--- config.mk ---
export PLATFORM = sky130hd
export DESIGN_NAME = lock_top
export DESIGN_NICKNAME = d
export VERILOG_FILES = /design/src/lock_pkg.sv /design/src/lock_fsm.sv /design/src/code_store.sv /design/src/display_encoder.sv /design/src/lock_top.sv
export SDC_FILE = /design/constraint.sdc
export NUM_CORES = 1
export LEC_CHECK = 0
export BUFFER_PORTS_ARGS = -buffer_cell sky130_fd_sc_hd__buf_2
export CAP_MARGIN = 30
export CORE_MARGIN = 5
export CORE_UTILIZATION = 30
export DETAILED_ROUTE_END_ITERATION = 7
export GPL_TIMING_DRIVEN = 0
export PLACE_DENSITY = 0.46
export SETUP_SLACK_MARGIN = 0.02
export SYNTH_ARGS = -nofsm -noshare
export SYNTH_HDL_FRONTEND = slang
export SYNTH_SLANG_ARGS = --single-unit
--- constraint.sdc ---
create_clock -name clk -period 6.55 [get_ports clk]
set_input_delay 0.655 -clock clk [delete_from_list [all_inputs] [get_ports clk]]
set_output_delay 0.655 -clock clk [all_outputs]
set_load 0.005 [all_outputs]
--- src/lock_pkg.sv ---
`default_nettype none

package lock_pkg;

	////////////////////////////////////////////////////////////
	// Basic widths
	////////////////////////////////////////////////////////////

	// One code digit
	typedef logic [3:0] digit_t;

	// Display glyph, 0 to 15 are the hex digits
	typedef logic [4:0] glyph_t;

	// d3 is the first digit entered
	typedef struct packed {
		digit_t d3;
		digit_t d2;
		digit_t d1;
		digit_t d0;
	} code_t;

	// Matches the board switches, tag on sw[7:4]
	typedef struct packed {
		digit_t tag;
		digit_t digit;
	} switch_t;

	// pos3 is the leftmost position
	typedef struct packed {
		glyph_t pos3;
		glyph_t pos2;
		glyph_t pos1;
		glyph_t pos0;
	} display_t;

	////////////////////////////////////////////////////////////
	// Named glyphs above the hex digits
	////////////////////////////////////////////////////////////

	localparam glyph_t G_BLANK = 5'd16;
	localparam glyph_t G_DASH  = 5'd17;
	localparam glyph_t G_C     = 5'd18;
	localparam glyph_t G_L     = 5'd19;
	localparam glyph_t G_S     = 5'd20;
	localparam glyph_t G_D     = 5'd21;
	localparam glyph_t G_O     = 5'd22;
	localparam glyph_t G_P     = 5'd23;
	localparam glyph_t G_E     = 5'd24;
	localparam glyph_t G_N     = 5'd25;
	localparam glyph_t G_V     = 5'd26;

	// Controller states, also driven out as the status code
	typedef enum logic [5:0] {
		ST_IDLE     = 6'd32,
		ST_DIGIT1   = 6'd1,
		ST_DIGIT2   = 6'd2,
		ST_DIGIT3   = 6'd3,
		ST_DIGIT4   = 6'd4,
		ST_CHECK    = 6'd11,
		ST_NEW1     = 6'd5,
		ST_NEW2     = 6'd6,
		ST_NEW3     = 6'd7,
		ST_NEW4     = 6'd8,
		ST_LOCKED   = 6'd9,
		ST_OPEN     = 6'd10,
		ST_BACKDOOR = 6'd12,
		ST_SCROLL1  = 6'd13,
		ST_SCROLL2  = 6'd14,
		ST_SCROLL3  = 6'd15,
		ST_SCROLL4  = 6'd16,
		ST_SCROLL5  = 6'd17,
		ST_SCROLL6  = 6'd18,
		ST_SCROLL7  = 6'd19,
		ST_SCROLL8  = 6'd20,
		ST_SCROLL9  = 6'd21,
		ST_SCROLL10 = 6'd22,
		ST_SCROLL11 = 6'd23,
		ST_SCROLL12 = 6'd24,
		ST_SCROLL13 = 6'd25,
		ST_SCROLL14 = 6'd26,
		ST_SCROLL15 = 6'd27,
		ST_SCROLL16 = 6'd28
	} lock_state_t;

	// Service backdoor
	localparam digit_t SERVICE_TAG = 4'hA;

	localparam code_t RESET_CODE   = 16'h0000;
	localparam code_t SERVICE_CODE = 16'h0311;

endpackage

`default_nettype wire

--- src/lock_fsm.sv ---
`timescale 1ns/10ps
`default_nettype none

module lock_fsm
	import lock_pkg::*;
#(
	parameter int STEP_CYCLES      = 14,
	parameter int BACKDOOR_PRESSES = 5
)
(
	input  wire               clk,
	input  wire               rst,
	input  wire               ent,
	input  wire               clr,
	input  wire               change,
	input  wire switch_t      sw,
	input  wire               match,
	output lock_state_t       state
);

	localparam int STEP_W = (STEP_CYCLES > 1) ? $clog2(STEP_CYCLES) : 1;
	localparam int TAG_W  = $clog2(BACKDOOR_PRESSES + 1);

	lock_state_t       next_state;
	logic              lock_mode;
	logic [TAG_W-1:0]  tag_cnt;
	logic [STEP_W-1:0] step_cnt;
	logic              tag_hit;
	logic              bd_armed;
	logic              bd_allowed;
	logic              in_scroll;
	logic              step_done;

	assign tag_hit    = (sw.tag == SERVICE_TAG);
	assign bd_armed   = (tag_cnt == TAG_W'(BACKDOOR_PRESSES));
	assign in_scroll  = state inside {[ST_SCROLL1:ST_SCROLL16]};
	assign step_done  = (step_cnt == STEP_W'(STEP_CYCLES - 1));
	// No backdoor from check or while the message runs
	assign bd_allowed = state inside {ST_IDLE, [ST_DIGIT1:ST_DIGIT4], [ST_NEW1:ST_NEW4],
		ST_LOCKED, ST_OPEN};

	////////////////////////////////////////////////////////////
	// Next state
	////////////////////////////////////////////////////////////

	always_comb
	begin
		next_state = state;
		case (state)
			ST_IDLE, ST_LOCKED:
			begin
				if (ent || clr)
					next_state = ST_DIGIT1;
			end
			ST_DIGIT1, ST_DIGIT2, ST_DIGIT3:
			begin
				if (ent)
					next_state = lock_state_t'(state + 6'd1);
				else if (clr)
					next_state = ST_DIGIT1;
			end
			ST_DIGIT4:
			begin
				if (ent)
					next_state = ST_CHECK;
				else if (clr)
					next_state = ST_DIGIT1;
			end
			ST_CHECK:
			begin
				// Good code flips the mode, bad code keeps it
				if (match == lock_mode)
					next_state = ST_OPEN;
				else
					next_state = ST_LOCKED;
			end
			ST_NEW1, ST_NEW2, ST_NEW3:
			begin
				if (ent)
					next_state = lock_state_t'(state + 6'd1);
				else if (clr)
					next_state = ST_NEW1;
			end
			ST_NEW4:
			begin
				if (ent)
					next_state = ST_OPEN;
				else if (clr)
					next_state = ST_NEW1;
			end
			ST_OPEN:
			begin
				if (ent)
					next_state = ST_DIGIT1;
				else if (change)
					next_state = ST_NEW1;
			end
			ST_BACKDOOR:
				next_state = ST_SCROLL1;
			default:
			begin
				if (!in_scroll)
					next_state = ST_IDLE;
				else if (step_done && state == ST_SCROLL16)
					next_state = ST_LOCKED;
				else if (step_done)
					next_state = lock_state_t'(state + 6'd1);
			end
		endcase

		// Armed backdoor overrides the normal move
		if (ent && bd_armed && bd_allowed)
			next_state = ST_BACKDOOR;
	end

	always_ff @(posedge clk or posedge rst)
	begin
		if (rst)
			state <= ST_IDLE;
		else
			state <= next_state;
	end

	////////////////////////////////////////////////////////////
	// Lock mode, tag presses and scroll timing
	////////////////////////////////////////////////////////////

	// 1 means locked
	always_ff @(posedge clk or posedge rst)
	begin
		if (rst)
			lock_mode <= 1'b1;
		else if (state == ST_LOCKED)
			lock_mode <= 1'b1;
		else if (state == ST_OPEN)
			lock_mode <= 1'b0;
		else if (state == ST_CHECK && match)
			lock_mode <= ~lock_mode;
	end

	always_ff @(posedge clk or posedge rst)
	begin
		if (rst)
			tag_cnt <= '0;
		else if (state == ST_BACKDOOR)
			tag_cnt <= '0;
		else if (ent)
		begin
			if (!tag_hit)
				tag_cnt <= '0;
			else if (!bd_armed)
				tag_cnt <= tag_cnt + 1'b1;
		end
		else if (!tag_hit && (state == ST_LOCKED || state == ST_OPEN))
			tag_cnt <= '0;
	end

	always_ff @(posedge clk or posedge rst)
	begin
		if (rst)
			step_cnt <= '0;
		else if (!in_scroll || step_done)
			step_cnt <= '0;
		else
			step_cnt <= step_cnt + 1'b1;
	end

endmodule

`default_nettype wire

--- src/code_store.sv ---
`timescale 1ns/10ps
`default_nettype none

module code_store
	import lock_pkg::*;
(
	input  wire               clk,
	input  wire               rst,
	input  wire               ent,
	input  wire switch_t      sw,
	input  wire lock_state_t  state,
	output code_t             stored,
	output logic              match
);

	code_t entered;

	// Digits typed for a check
	always_ff @(posedge clk or posedge rst)
	begin
		if (rst)
			entered <= '0;
		else if (ent)
		begin
			case (state)
				ST_DIGIT1: entered.d3 <= sw.digit;
				ST_DIGIT2: entered.d2 <= sw.digit;
				ST_DIGIT3: entered.d1 <= sw.digit;
				ST_DIGIT4: entered.d0 <= sw.digit;
				default: ;
			endcase
		end
	end

	////////////////////////////////////////////////////////////
	// Stored code
	////////////////////////////////////////////////////////////

	always_ff @(posedge clk or posedge rst)
	begin
		if (rst)
			stored <= RESET_CODE;
		else if (state == ST_IDLE)
			stored <= RESET_CODE;
		else if (state == ST_BACKDOOR)
			stored <= SERVICE_CODE;
		else if (ent)
		begin
			case (state)
				ST_NEW1: stored.d3 <= sw.digit;
				ST_NEW2: stored.d2 <= sw.digit;
				ST_NEW3: stored.d1 <= sw.digit;
				ST_NEW4: stored.d0 <= sw.digit;
				default: ;
			endcase
		end
	end

	assign match = (entered == stored);

endmodule

`default_nettype wire

--- src/display_encoder.sv ---
`timescale 1ns/10ps
`default_nettype none

module display_encoder
	import lock_pkg::*;
(
	input  wire               clk,
	input  wire               rst,
	input  wire lock_state_t  state,
	input  wire switch_t      sw,
	input  wire code_t        stored,
	output display_t          display
);

	localparam display_t DISP_CLSD = {G_C, G_L, G_S, G_D};
	localparam display_t DISP_OPEN = {G_O, G_P, G_E, G_N};

	// Digit glyphs used by the message
	localparam glyph_t G_ONE   = 5'd1;
	localparam glyph_t G_THREE = 5'd3;
	localparam glyph_t B       = G_BLANK;

	glyph_t live;
	glyph_t s3;
	glyph_t s2;
	glyph_t s1;

	assign live = {1'b0, sw.digit};
	assign s3   = {1'b0, stored.d3};
	assign s2   = {1'b0, stored.d2};
	assign s1   = {1'b0, stored.d1};

	always_ff @(posedge clk or posedge rst)
	begin
		if (rst)
			display <= DISP_CLSD;
		else
		begin
			case (state)
				ST_IDLE, ST_LOCKED: display <= DISP_CLSD;
				ST_OPEN:            display <= DISP_OPEN;

				////////////////////////////////////////////////////////////
				// Code entry, dashes for digits already taken
				////////////////////////////////////////////////////////////
				ST_DIGIT1: display <= {live, B, B, B};
				ST_DIGIT2: display <= {G_DASH, live, B, B};
				ST_DIGIT3: display <= {G_DASH, G_DASH, live, B};
				ST_DIGIT4: display <= {G_DASH, G_DASH, G_DASH, live};

				// New code echoes what is already stored
				ST_NEW1: display <= {live, B, B, B};
				ST_NEW2: display <= {s3, live, B, B};
				ST_NEW3: display <= {s3, s2, live, B};
				ST_NEW4: display <= {s3, s2, s1, live};

				////////////////////////////////////////////////////////////
				// Service message "1 LOVE EC311" moving left
				////////////////////////////////////////////////////////////
				ST_SCROLL1:  display <= {B, B, B, B};
				ST_SCROLL2:  display <= {B, B, B, G_ONE};
				ST_SCROLL3:  display <= {B, B, G_ONE, B};
				ST_SCROLL4:  display <= {B, G_ONE, B, G_L};
				ST_SCROLL5:  display <= {G_ONE, B, G_L, G_O};
				ST_SCROLL6:  display <= {B, G_L, G_O, G_V};
				ST_SCROLL7:  display <= {G_L, G_O, G_V, G_E};
				ST_SCROLL8:  display <= {G_O, G_V, G_E, B};
				ST_SCROLL9:  display <= {G_V, G_E, B, G_E};
				ST_SCROLL10: display <= {G_E, B, G_E, G_C};
				ST_SCROLL11: display <= {B, G_E, G_C, G_THREE};
				ST_SCROLL12: display <= {G_E, G_C, G_THREE, G_ONE};
				ST_SCROLL13: display <= {G_C, G_THREE, G_ONE, G_ONE};
				ST_SCROLL14: display <= {G_THREE, G_ONE, G_ONE, B};
				ST_SCROLL15: display <= {G_ONE, G_ONE, B, B};
				// Last step clears the tail in one go
				ST_SCROLL16: display <= {B, B, B, B};

				// Check and backdoor keep the last frame
				default: ;
			endcase
		end
	end

endmodule

`default_nettype wire

--- src/lock_top.sv ---
`timescale 1ns/10ps
`default_nettype none

module lock_top
	import lock_pkg::*;
#(
	parameter int STEP_CYCLES      = 14,
	parameter int BACKDOOR_PRESSES = 5
)
(
	input  wire               clk,
	input  wire               rst,
	input  wire               ent,
	input  wire               clr,
	input  wire               change,
	input  wire switch_t      sw,
	output lock_state_t       status,
	output display_t          display
);

	lock_state_t state;
	code_t       stored;
	logic        match;

	// Controller decides every move
	lock_fsm #(
		.STEP_CYCLES      (STEP_CYCLES),
		.BACKDOOR_PRESSES (BACKDOOR_PRESSES)
	) u_fsm (
		.clk    (clk),
		.rst    (rst),
		.ent    (ent),
		.clr    (clr),
		.change (change),
		.sw     (sw),
		.match  (match),
		.state  (state)
	);

	code_store u_code (
		.clk    (clk),
		.rst    (rst),
		.ent    (ent),
		.sw     (sw),
		.state  (state),
		.stored (stored),
		.match  (match)
	);

	// One cycle behind the state
	display_encoder u_disp (
		.clk     (clk),
		.rst     (rst),
		.state   (state),
		.sw      (sw),
		.stored  (stored),
		.display (display)
	);

	assign status = state;

endmodule

`default_nettype wire

==> results_dict.tcl, run 1 <==
set metrics [dict create \
    status "complete, no violations" \
    setup_tns_ns 0 \
    nFillCells 1561 \
    startpoint "u_fsm.state[0]" \
    cts_resized 0 \
    synth_top_area_share_pct 30.85 \
    rows 44 \
    fin_hold_ws_ns 0.4740 \
    rr_endpoint "u_disp.display[6]" \
    via_per_inst 5.701 \
    grt_max_degree 67 \
    clkTransAtPathRegs_ns 0.06 \
    synth.largest_area_cell "dfrtp_1" \
    gp_congestion 0.9353 \
    startpoint_type "register" \
    max_clock_freq_mhz 343.9 \
    postSynth.asyncResetShare_pct 100.0 \
    worst_pin_slew_ns 0.8982 \
    wl_um 14630 \
    post_cts_buffers 0 \
    synth_edf_count 0 \
    clock_sinks 66 \
    power_mw 2.425 \
    cp.required_ns 6.77 \
    met3_length_um 1012 \
    synth_fp_nets 501 \
    synth_area_um2 4380 \
    grt_antenna_before_repair 0 \
    stdcell_area_um2 5100 \
    grt_use_total_pct 17.70 \
    hold_buffers 0 \
    die_w_um 130.8 \
    yosysMostFrequentCell "dfrtp_1" \
    wl_met2_um 6881 \
    path_class "reg2reg" \
    rsz0062_at_grt "false" \
    syn_inst 480 \
    avgSynthCellArea_um2 9.126 \
    crit_arrival_ns 3.13 \
    grt_pass1_vias 4090 \
    leakagePower_nw 2.194 \
    reg2reg_depth 8 \
    register_area_um2 1667 \
    die-area_um2 17120 \
    hold_path.class "reg2reg" \
    htreeDepth 3 \
    cts_root_buf "clkbuf_16" \
    final_nets 550 \
    r2r_slack_ns 3.64 \
    ant_nets 0 \
    vias 4093 \
    drv_slew 0 \
    period_share_pct 44.40 \
    detail_route.first_pass.iterations 5 \
    port_buffers 38 \
    endpoint "u_disp.display[6]" \
    gr-total-overflow 0 \
    dr.first_iter.drc_count 407 \
    die_y_um 130.8 \
    cts_buffer_depth 2 \
    wl_met1_um 6458 \
    route.detailed.drc 0 \
    ys_seq_elements 66 \
    core_area_um2 14420 \
    cts_made_buffers 9 \
    endpoint_kind "register" \
    placed_area_um2 4803 \
    period_needed_ns 2.908 \
    power_density_nw_per_um2 475.5 \
    skew_ns 0.01161 \
    hold_viol_final 0 \
    top_layer "met4" \
    reg2reg_from "u_fsm.state[0]" \
    grt_pass1_wl_um 23040 \
    setup_viol 0 \
    synth_cell_types 72 \
    start_util_pct 30.37 \
    ys_top_cells_by_count "dfrtp_1, nor2_1, o21ai_0, a21oi_1, nand2_1" \
    yosysWarnings 0 \
    ys_seq_area_share_pct 38.05 \
    antenna_cells 0 \
    ios 39 \
    maxSlewHeadroom_pct 39.96 \
    ir_drop_mv 0.1588 \
    dp_hpwl_um 10660 \
    clkLatencyLatePin_ns 0.35 \
    cts_tree "built" \
    cap_violations 0 \
    critPathMaxFanout 9 \
    syn_to_final_growth_pct 16.42 \
    ys_top_cells_by_area "dfrtp_1, dfstp_2, nor2_1" \
    multi_input_area_um2 2490 \
    routedWlPerCell_um 20.38 \
    drive_gt1_share_pct 20.79 \
    synthFlopType "dfrtp_1" \
]
==> per-stage QoR <==
step / utilization (%) / instances / setup slack, ns
after floorplan: - / 480 / 4.260
after global placement: 33.28 / 702 / 3.362
after detailed placement: 33.30 / 702 / 3.699
after CTS: 35.36 / 718 / 3.695
after global routing: 35.36 / 718 / 3.464
final: 35.36 / 718 / 3.642
==> routing by layer <==
| layer | vias up | GRT usage, % |
|---|---|---|
| li1 | 1876 | - |
| met1 | 2012 | 24.08 |
| met2 | 177 | 27.89 |
| met3 | 28 | 4.593 |
| met4 | 0 | 5.021 |
| met5 | - | 0 |
==> layout by cell type, fill, tap and decap left out, drive strengths merged, types with 4 or more instances in the layout <==
master  count
clkbuf     26
a31oi       6
a22o        4
dfrtp      54
a32oi       7
nand4      10
inv        12
nand2b      8
ha          8
dfstp      12
a21o        7
o22a        4
a221o       7
nor2b      10
o21ai      28
nand3      22
nor2       49
o32a        4
a21oi      27
and3        5
nor3b       4
buf        58
nand2      28
nand3b      5
mux2i      13
mux2       12
a22oi       5
o211ai      5
nor3       16
xnor2      19
==> how the worst min path moves through the flow <==
stage | from | end | slack, ns | cells past startpoint
floorplan | u_fsm.step_cnt[0] | u_fsm.step_cnt[0] | 0.46 | 1
global placement | u_disp.display[8] | u_disp.display[8] | 0.46 | 1
detailed placement | u_disp.display[8] | u_disp.display[8] | 0.47 | 1
CTS | u_disp.display[8] | u_disp.display[8] | 0.48 | 1
global route | u_disp.display[8] | u_disp.display[8] | 0.50 | 1
finish | u_disp.display[8] | u_disp.display[8] | 0.47 | 1
==> power by group <==
| group | switching [mW] | internal [mW] | total (mW) |
|---|---|---|---|
| clock | 0.191 | 0.295 | 0.486 |
| combinational | 0.780 | 0.500 | 1.28 |
| sequential | 0.0939 | 0.565 | 0.659 |
==> area by class of cell <==
type                       instances  share of cell area (%)
multi-input combinational        366                   48.82
sequential                        66                   32.68
tap                              184                   4.514
clock buffer                      10                   4.490
timing repair buffer              38                   3.729
buffer                            36                   3.508
clock inverter                     6                   1.325
inverter                          12                  0.9323
==> critical path, cell delays in order, from the launching register on <==
cell	delay (ns)
dfrtp_1	0.46
inv_1	0.17
ha_1	0.36
mux2i_1	0.22
nor3_1	0.51
nor2b_1	0.20
nand4bb_1	0.26
nor2_2	0.16
a2111o_1	0.44
==> state kept, by name (all words and copies together), names as in the netlist <==
signal	flops
u_fsm.lock_mode	1
u_fsm.tag_cnt	3
u_code.stored	16
u_fsm.state	6
u_code.entered	16
u_fsm.step_cnt	4
u_disp.display	20
==> kinds of logic (layout without fill, tap and decap cells) <==
group                    Yosys count  in the layout  share of synthesized area (%)
AND/OR/NAND/NOR                  178            178                          21.99
AO/OA/AOI/OAI                    134            134                          22.31
flip-flops                        66             66                          38.05
buffers and inverters             48            102                          5.113
multiplexers                      25             25                          6.055
XOR/XNOR                          21             21                          4.199
adder cells (fa/ha/maj)            8              8                          2.285
(Power assumes the default switching activity.)
==> run 2, diff against run 1 <==
PLACE_DENSITY = 0.47   (was 0.46)
clock period = 2.6 ns   (was 6.55 ns; I/O delays follow)
==> run 2 against run 1 <==
Effect of this change: final area rose by 3.6%; global-route usage is 0.10 points higher; sequential power grew to 2.5 times the previous value; critical path depth increased by 1; setup slack got worse by 3.6 ns; final cell count rose by 0.14%; hold slack got worse by 0.40 ns; combinational power grew to 2.7 times the previous value; fmax rose by 15%; clock power increased to 2.8 times the previous value; largest cell class unchanged; highest routed layer unchanged.
==> results_dict.tcl, run 2 (same netlist as run 1, synthesis figures left out) <==
set metrics [dict create \
    rr_endpoint "u_fsm.state[2]" \
    nFillCells 1516 \
    setup_tns_ns 0 \
    die_w_um 130.8 \
    skew_ns 0.007222 \
    rows 44 \
    timing.final.ws_setup_ns 0.07754 \
    layout_common_cells "dfrtp_1, buf_2, nor2_1" \
    cp.required_ns 2.85 \
    critPathMaxFanout 10 \
    grt_use_total_pct 17.81 \
    hold_buffers 0 \
    drive_gt1_share_pct 25.79 \
    r2r_slack_ns 0.08 \
    reg2reg_from "u_fsm.state[1]" \
    p_sw_mw 2.818 \
    gp_congestion 0.9025 \
    period_share_pct 97.02 \
    leakagePower_nw 2.255 \
    grt_pass1_wl_um 23230 \
    rsz0062_at_grt "true" \
    ir_drop_mv 0.4099 \
    netSwitchingFraction_pct 43.41 \
    period_needed_ns 2.522 \
    dp_hpwl_um 10830 \
    dr.first_iter.drc_count 367 \
    dp.cells 702 \
    final_nets 551 \
    final_common_cell "dfrtp_1" \
    status "complete, no violations" \
    cts_root_buf "clkbuf_16" \
    start_util_pct 30.37 \
    startpoint_type "register" \
    die_y_um 130.8 \
    cts_tree "built" \
    routedWlPerCell_um 20.74 \
    pre_cts_ws_ns -0.2587 \
    setup_viol 0 \
    worst_pin_slew_ns 0.8354 \
    startpoint "u_fsm.state[1]" \
    clkTransAtPathRegs_ns 0.06 \
    cts_made_buffers 9 \
    antenna_cells 0 \
    reg_top3 "u_disp.display x20, u_code.entered x16, u_code.stored x16" \
    die-area_um2 17120 \
    layout.cells.non_filler 719 \
    max_clock_freq_mhz 396.4 \
    syn_to_final_growth_pct 20.59 \
    reg2reg_depth 9 \
    maxSlewHeadroom_pct 44.31 \
    clkLatencyLatePin_ns 0.35 \
    vias 4058 \
    endpoint_kind "register" \
    hold_path.class "in2async" \
    internal_power_mw 3.675 \
    crit_arrival_ns 2.77 \
    grt_antenna_before_repair 0 \
    pwr-share-clk_pct 21.2 \
    core_area_um2 14420 \
    power_density_nw_per_um2 1229 \
    wl_um 14910 \
    ant_nets 0 \
    ios 39 \
    top_register "u_disp.display" \
    clock_sinks 66 \
    p_seq_share_pct 25.8 \
    path_class "reg2reg" \
    drv_slew 0 \
    via_per_inst 5.644 \
    final_util_pct 36.62 \
    cap_violations 0 \
    grt_max_degree 67 \
    hold_viol_final 0 \
    htreeDepth 3 \
    port_buffers 38 \
    fin_hold_ws_ns 0.07902 \
    cts_buffer_depth 2 \
    largest_register_ffs 20 \
    grt_pass1_vias 4066 \
    route.detailed.drc 0 \
    pwr-share-comb_pct 53.0 \
    detail_route.first_pass.iterations 5 \
    gr-total-overflow 0 \
]
## run 2: cell count changes in the layout (fill, tap and decap cells not counted), moves of 3 or more
cell / change
clkbuf_1: -8
ha_1: -3
nor3_2: +3
clkbuf_2: +3
nor3_1: -3
## run 2: routing by layer
metal  global-route usage [%]  share of wire, %  up-vias
li1                         -                 -     1877
met1                    24.60                47     2026
met2                    27.83                47      134
met3                    3.374               4.5       21
met4                    6.473               2.1        0
met5                        0                 0        -
## run 2: worst max-delay path by stage
stage	endpoint	cells past startpoint	slack [ns]
final	u_fsm.state[2]	9	0.08
after global routing	u_fsm.state[2]	9	-0.04
after CTS	u_fsm.state[1]	9	0.01
after detailed placement	u_fsm.state[1]	9	-0.26
after global placement	u_fsm.state[2]	9	-0.24
after floorplan	u_fsm.state[1]	9	0.36
## run 2: worst max-delay path, cell delays in order (launching register included)
cell     delay, ns
dfrtp_1       0.47
inv_1         0.16
ha_4          0.21
buf_4         0.20
inv_1         0.16
a41oi_2       0.32
and2_1        0.34
a32oi_1       0.15
o21a_1        0.21
a31oi_1       0.21
## run 2: power groups by stage
stage | registers [mW] | logic (mW) | clock network [mW]
finish | 1.67 | 3.44 | 1.38
global route | 1.72 | 3.72 | 1.46
CTS | 1.67 | 3.33 | 1.40
detailed placement | 1.68 | 3.20 | 0
global placement | 1.67 | 3.20 | 0
floorplan | 1.65 | 2.23 | 0
## run 2: timing repair
item,CTS,global route
resized for setup,18,23
pin swaps,2,4
endpoints found under the setup margin,27,28
setup buffers,1,1
## run 2: stage by stage
step,total power [mW],cell area [um2]
finish,6.493,5283
global route,6.898,5283
CTS,6.405,5211
detailed placement,4.882,4803
global placement,4.869,4801
floorplan,3.879,4380
## run 2: area by class of cell
type | count | area (um2) | share of cell area (%)
plain buffers | 35 | 187.7 | 3.553
clock buffers | 10 | 239.0 | 4.524
clock inverters | 6 | 96.34 | 1.824
inverters | 12 | 47.55 | 0.9000
multi-input cells | 366 | 2609 | 49.38
flip-flops and latches | 66 | 1668 | 31.57
well taps | 184 | 230.2 | 4.358
repair buffers | 40 | 205.2 | 3.884
==> run 3, diff against run 2 <==
CORE_ASPECT_RATIO = 1.1   (was not set)
CORE_UTILIZATION = 45   (was 30)
CTS_CLUSTER_DIAMETER = 200   (was not set)
PLACE_DENSITY = 0.65   (was 0.47)
==> run 3 against run 2 <==
Effect of this change: non-clock buffer count is 1 higher; highest routed layer unchanged; hold slack got worse by 0.064 ns; critical endpoint unchanged; fmax rose by 0.49%; critical path type unchanged.
==> results_dict.tcl, run 3 (same netlist as run 1, synthesis figures left out) <==
set metrics [dict create \
    status "complete, no violations" \
    grt_pass1_vias 4127 \
    cap_violations 0 \
    use_met1_pct 31.09 \
    ios 39 \
    setup_viol 0 \
    cts_buffer_depth 2 \
    pwr-share-comb_pct 55.5 \
    final_nets 552 \
    final_common_cell "dfrtp_1" \
    wl_um 14510 \
    grt_use_total_pct 24.50 \
    crit_arrival_ns 2.74 \
    final_util_pct 54.40 \
    register_area_um2 1669 \
    ant_nets 0 \
    core_area_um2 9444 \
    dp.cells 636 \
    top_register "u_disp.display" \
    cts_made_buffers 9 \
    vias 4176 \
    rsz0062_at_grt "true" \
    largest_register_ffs 20 \
    max_clock_freq_mhz 398.4 \
    nFillCells 881 \
    route.detailed.drc 0 \
    pre_cts_ws_ns -0.2475 \
    syn_to_final_growth_pct 17.28 \
    met3_usage_pct 4.867 \
    cts_root_buf "clkbuf_8" \
    cp.required_ns 2.83 \
    path_class "reg2reg" \
    use_met2_pct 40.22 \
    start_util_pct 46.38 \
    gr-total-overflow 0 \
    maxSlewHeadroom_pct 50.03 \
    detail_route.first_pass.iterations 5 \
    rows 37 \
    die-area_um2 11810 \
    layout.cells.non_filler 653 \
    period_needed_ns 2.510 \
    grt_pass1_wl_um 22980 \
    hold_viol_final 0 \
    cts_tree "built" \
    drive_gt1_share_pct 26.87 \
    internal_power_mw 3.416 \
    dr.first_iter.drc_count 446 \
    startpoint_type "register" \
    pwr-share-clk_pct 17.6 \
    clock_sinks 66 \
    ir_drop_mv 0.6421 \
    period_share_pct 96.54 \
    netSwitchingFraction_pct 44.90 \
    grt_antenna_before_repair 0 \
    via_per_inst 6.395 \
    gp_congestion 0.9426 \
    critPathMaxFanout 10 \
    htreeDepth 3 \
    p_sw_mw 2.783 \
    die_y_um 113.5 \
    port_buffers 38 \
    routedWlPerCell_um 22.22 \
    grt-busiest-layer "met2" \
    grt_max_degree 36 \
    hold_path.class "in2async" \
    layout_common_cells "dfrtp_1, buf_2, nor2_1" \
    leakagePower_nw 2.240 \
    endpoint_kind "register" \
    power_density_nw_per_um2 1207 \
    clkTransAtPathRegs_ns 0.09 \
    dp_hpwl_um 10580 \
    antenna_cells 0 \
    reg_top3 "u_disp.display x20, u_code.entered x16, u_code.stored x16" \
    die_w_um 104.1 \
    skew_ns 0.01466 \
    multi_input_area_um2 2620 \
    clkLatencyLatePin_ns 0.37 \
    worst_pin_slew_ns 0.7484 \
    timing.final.ws_setup_ns 0.08988 \
    p_seq_share_pct 26.9 \
    drv_slew 0 \
]
-- run 3: path summary, 6_finish.rpt --
check | from | to | slack [ns] | cells past startpoint
worst max register to register | u_fsm.state[0] | u_fsm.state[2] | 0.09 | 9
min in group clk | sw[4] | u_fsm.tag_cnt[0] | 0.29 | 4
worst min register to register | u_disp.display[8] | u_disp.display[8] | 0.48 | 1
worst max-delay path | u_fsm.state[0] | u_fsm.state[2] | 0.09 | 9
worst min-delay path | rst | u_fsm.step_cnt[3] | 0.02 | 2
max in group asynchronous | rst | u_disp.display[16] | 1.88 | 3
-- run 3: worst max-delay path, cell delays in order, from the launching register on --
cell	delay, ns
dfrtp_2	0.46
inv_1	0.16
ha_2	0.29
buf_4	0.22
inv_1	0.15
a41oi_2	0.28
nand3_4	0.15
o32a_1	0.44
nor2_1	0.16
a31oi_2	0.07
-- run 3: power by group through the flow --
stage	Combinational (mW)	Clock, mW	Sequential [mW]
after detailed placement	3.20	0	1.68
after CTS	3.30	1.11	1.66
final	3.44	1.09	1.67
after global routing	3.70	1.15	1.72
after global placement	3.19	0	1.66
after floorplan	2.23	0	1.65
-- run 3: per-layer routing --
metal	part of all wire, %	wire length (um)
met1	40	5867
met5	0	0
met2	48	7025
met4	4.1	599
met3	7.0	1018
-- run 3: repair_timing --
item	4_1_cts	5_1_grt
buffers inserted	0	2
hold buffers	0	0
pin swaps	1	3
endpoints found under the hold margin	0	0
gates resized for setup	18	23
setup endpoints to repair	23	22
-- run 3: area by class of cell --
cell class                 count  share of cell area [%]
multi-input combinational    366                   51.00
sequential                    66                   32.49
timing repair buffer          41                   4.384
buffer                        35                   3.556
tap                          117                   2.849
clock inverter                 7                   2.435
clock buffer                   9                   2.411
inverter                      12                  0.8768
-- run 3: metrics by stage --
stage          TNS [ns]  total power, mW  hold WS (ns)  area, um2
3_3_place_gp     -7.503            4.848        0.4584       4717
3_5_place_dp     -2.761            4.875        0.4333       4737
5_1_grt        -0.06081            6.569        0.1049       5137
4_1_cts               0            6.081       0.03476       5054
2_1_floorplan         0            3.879        0.4332       4380
6_report              0            6.199       0.01548       5137
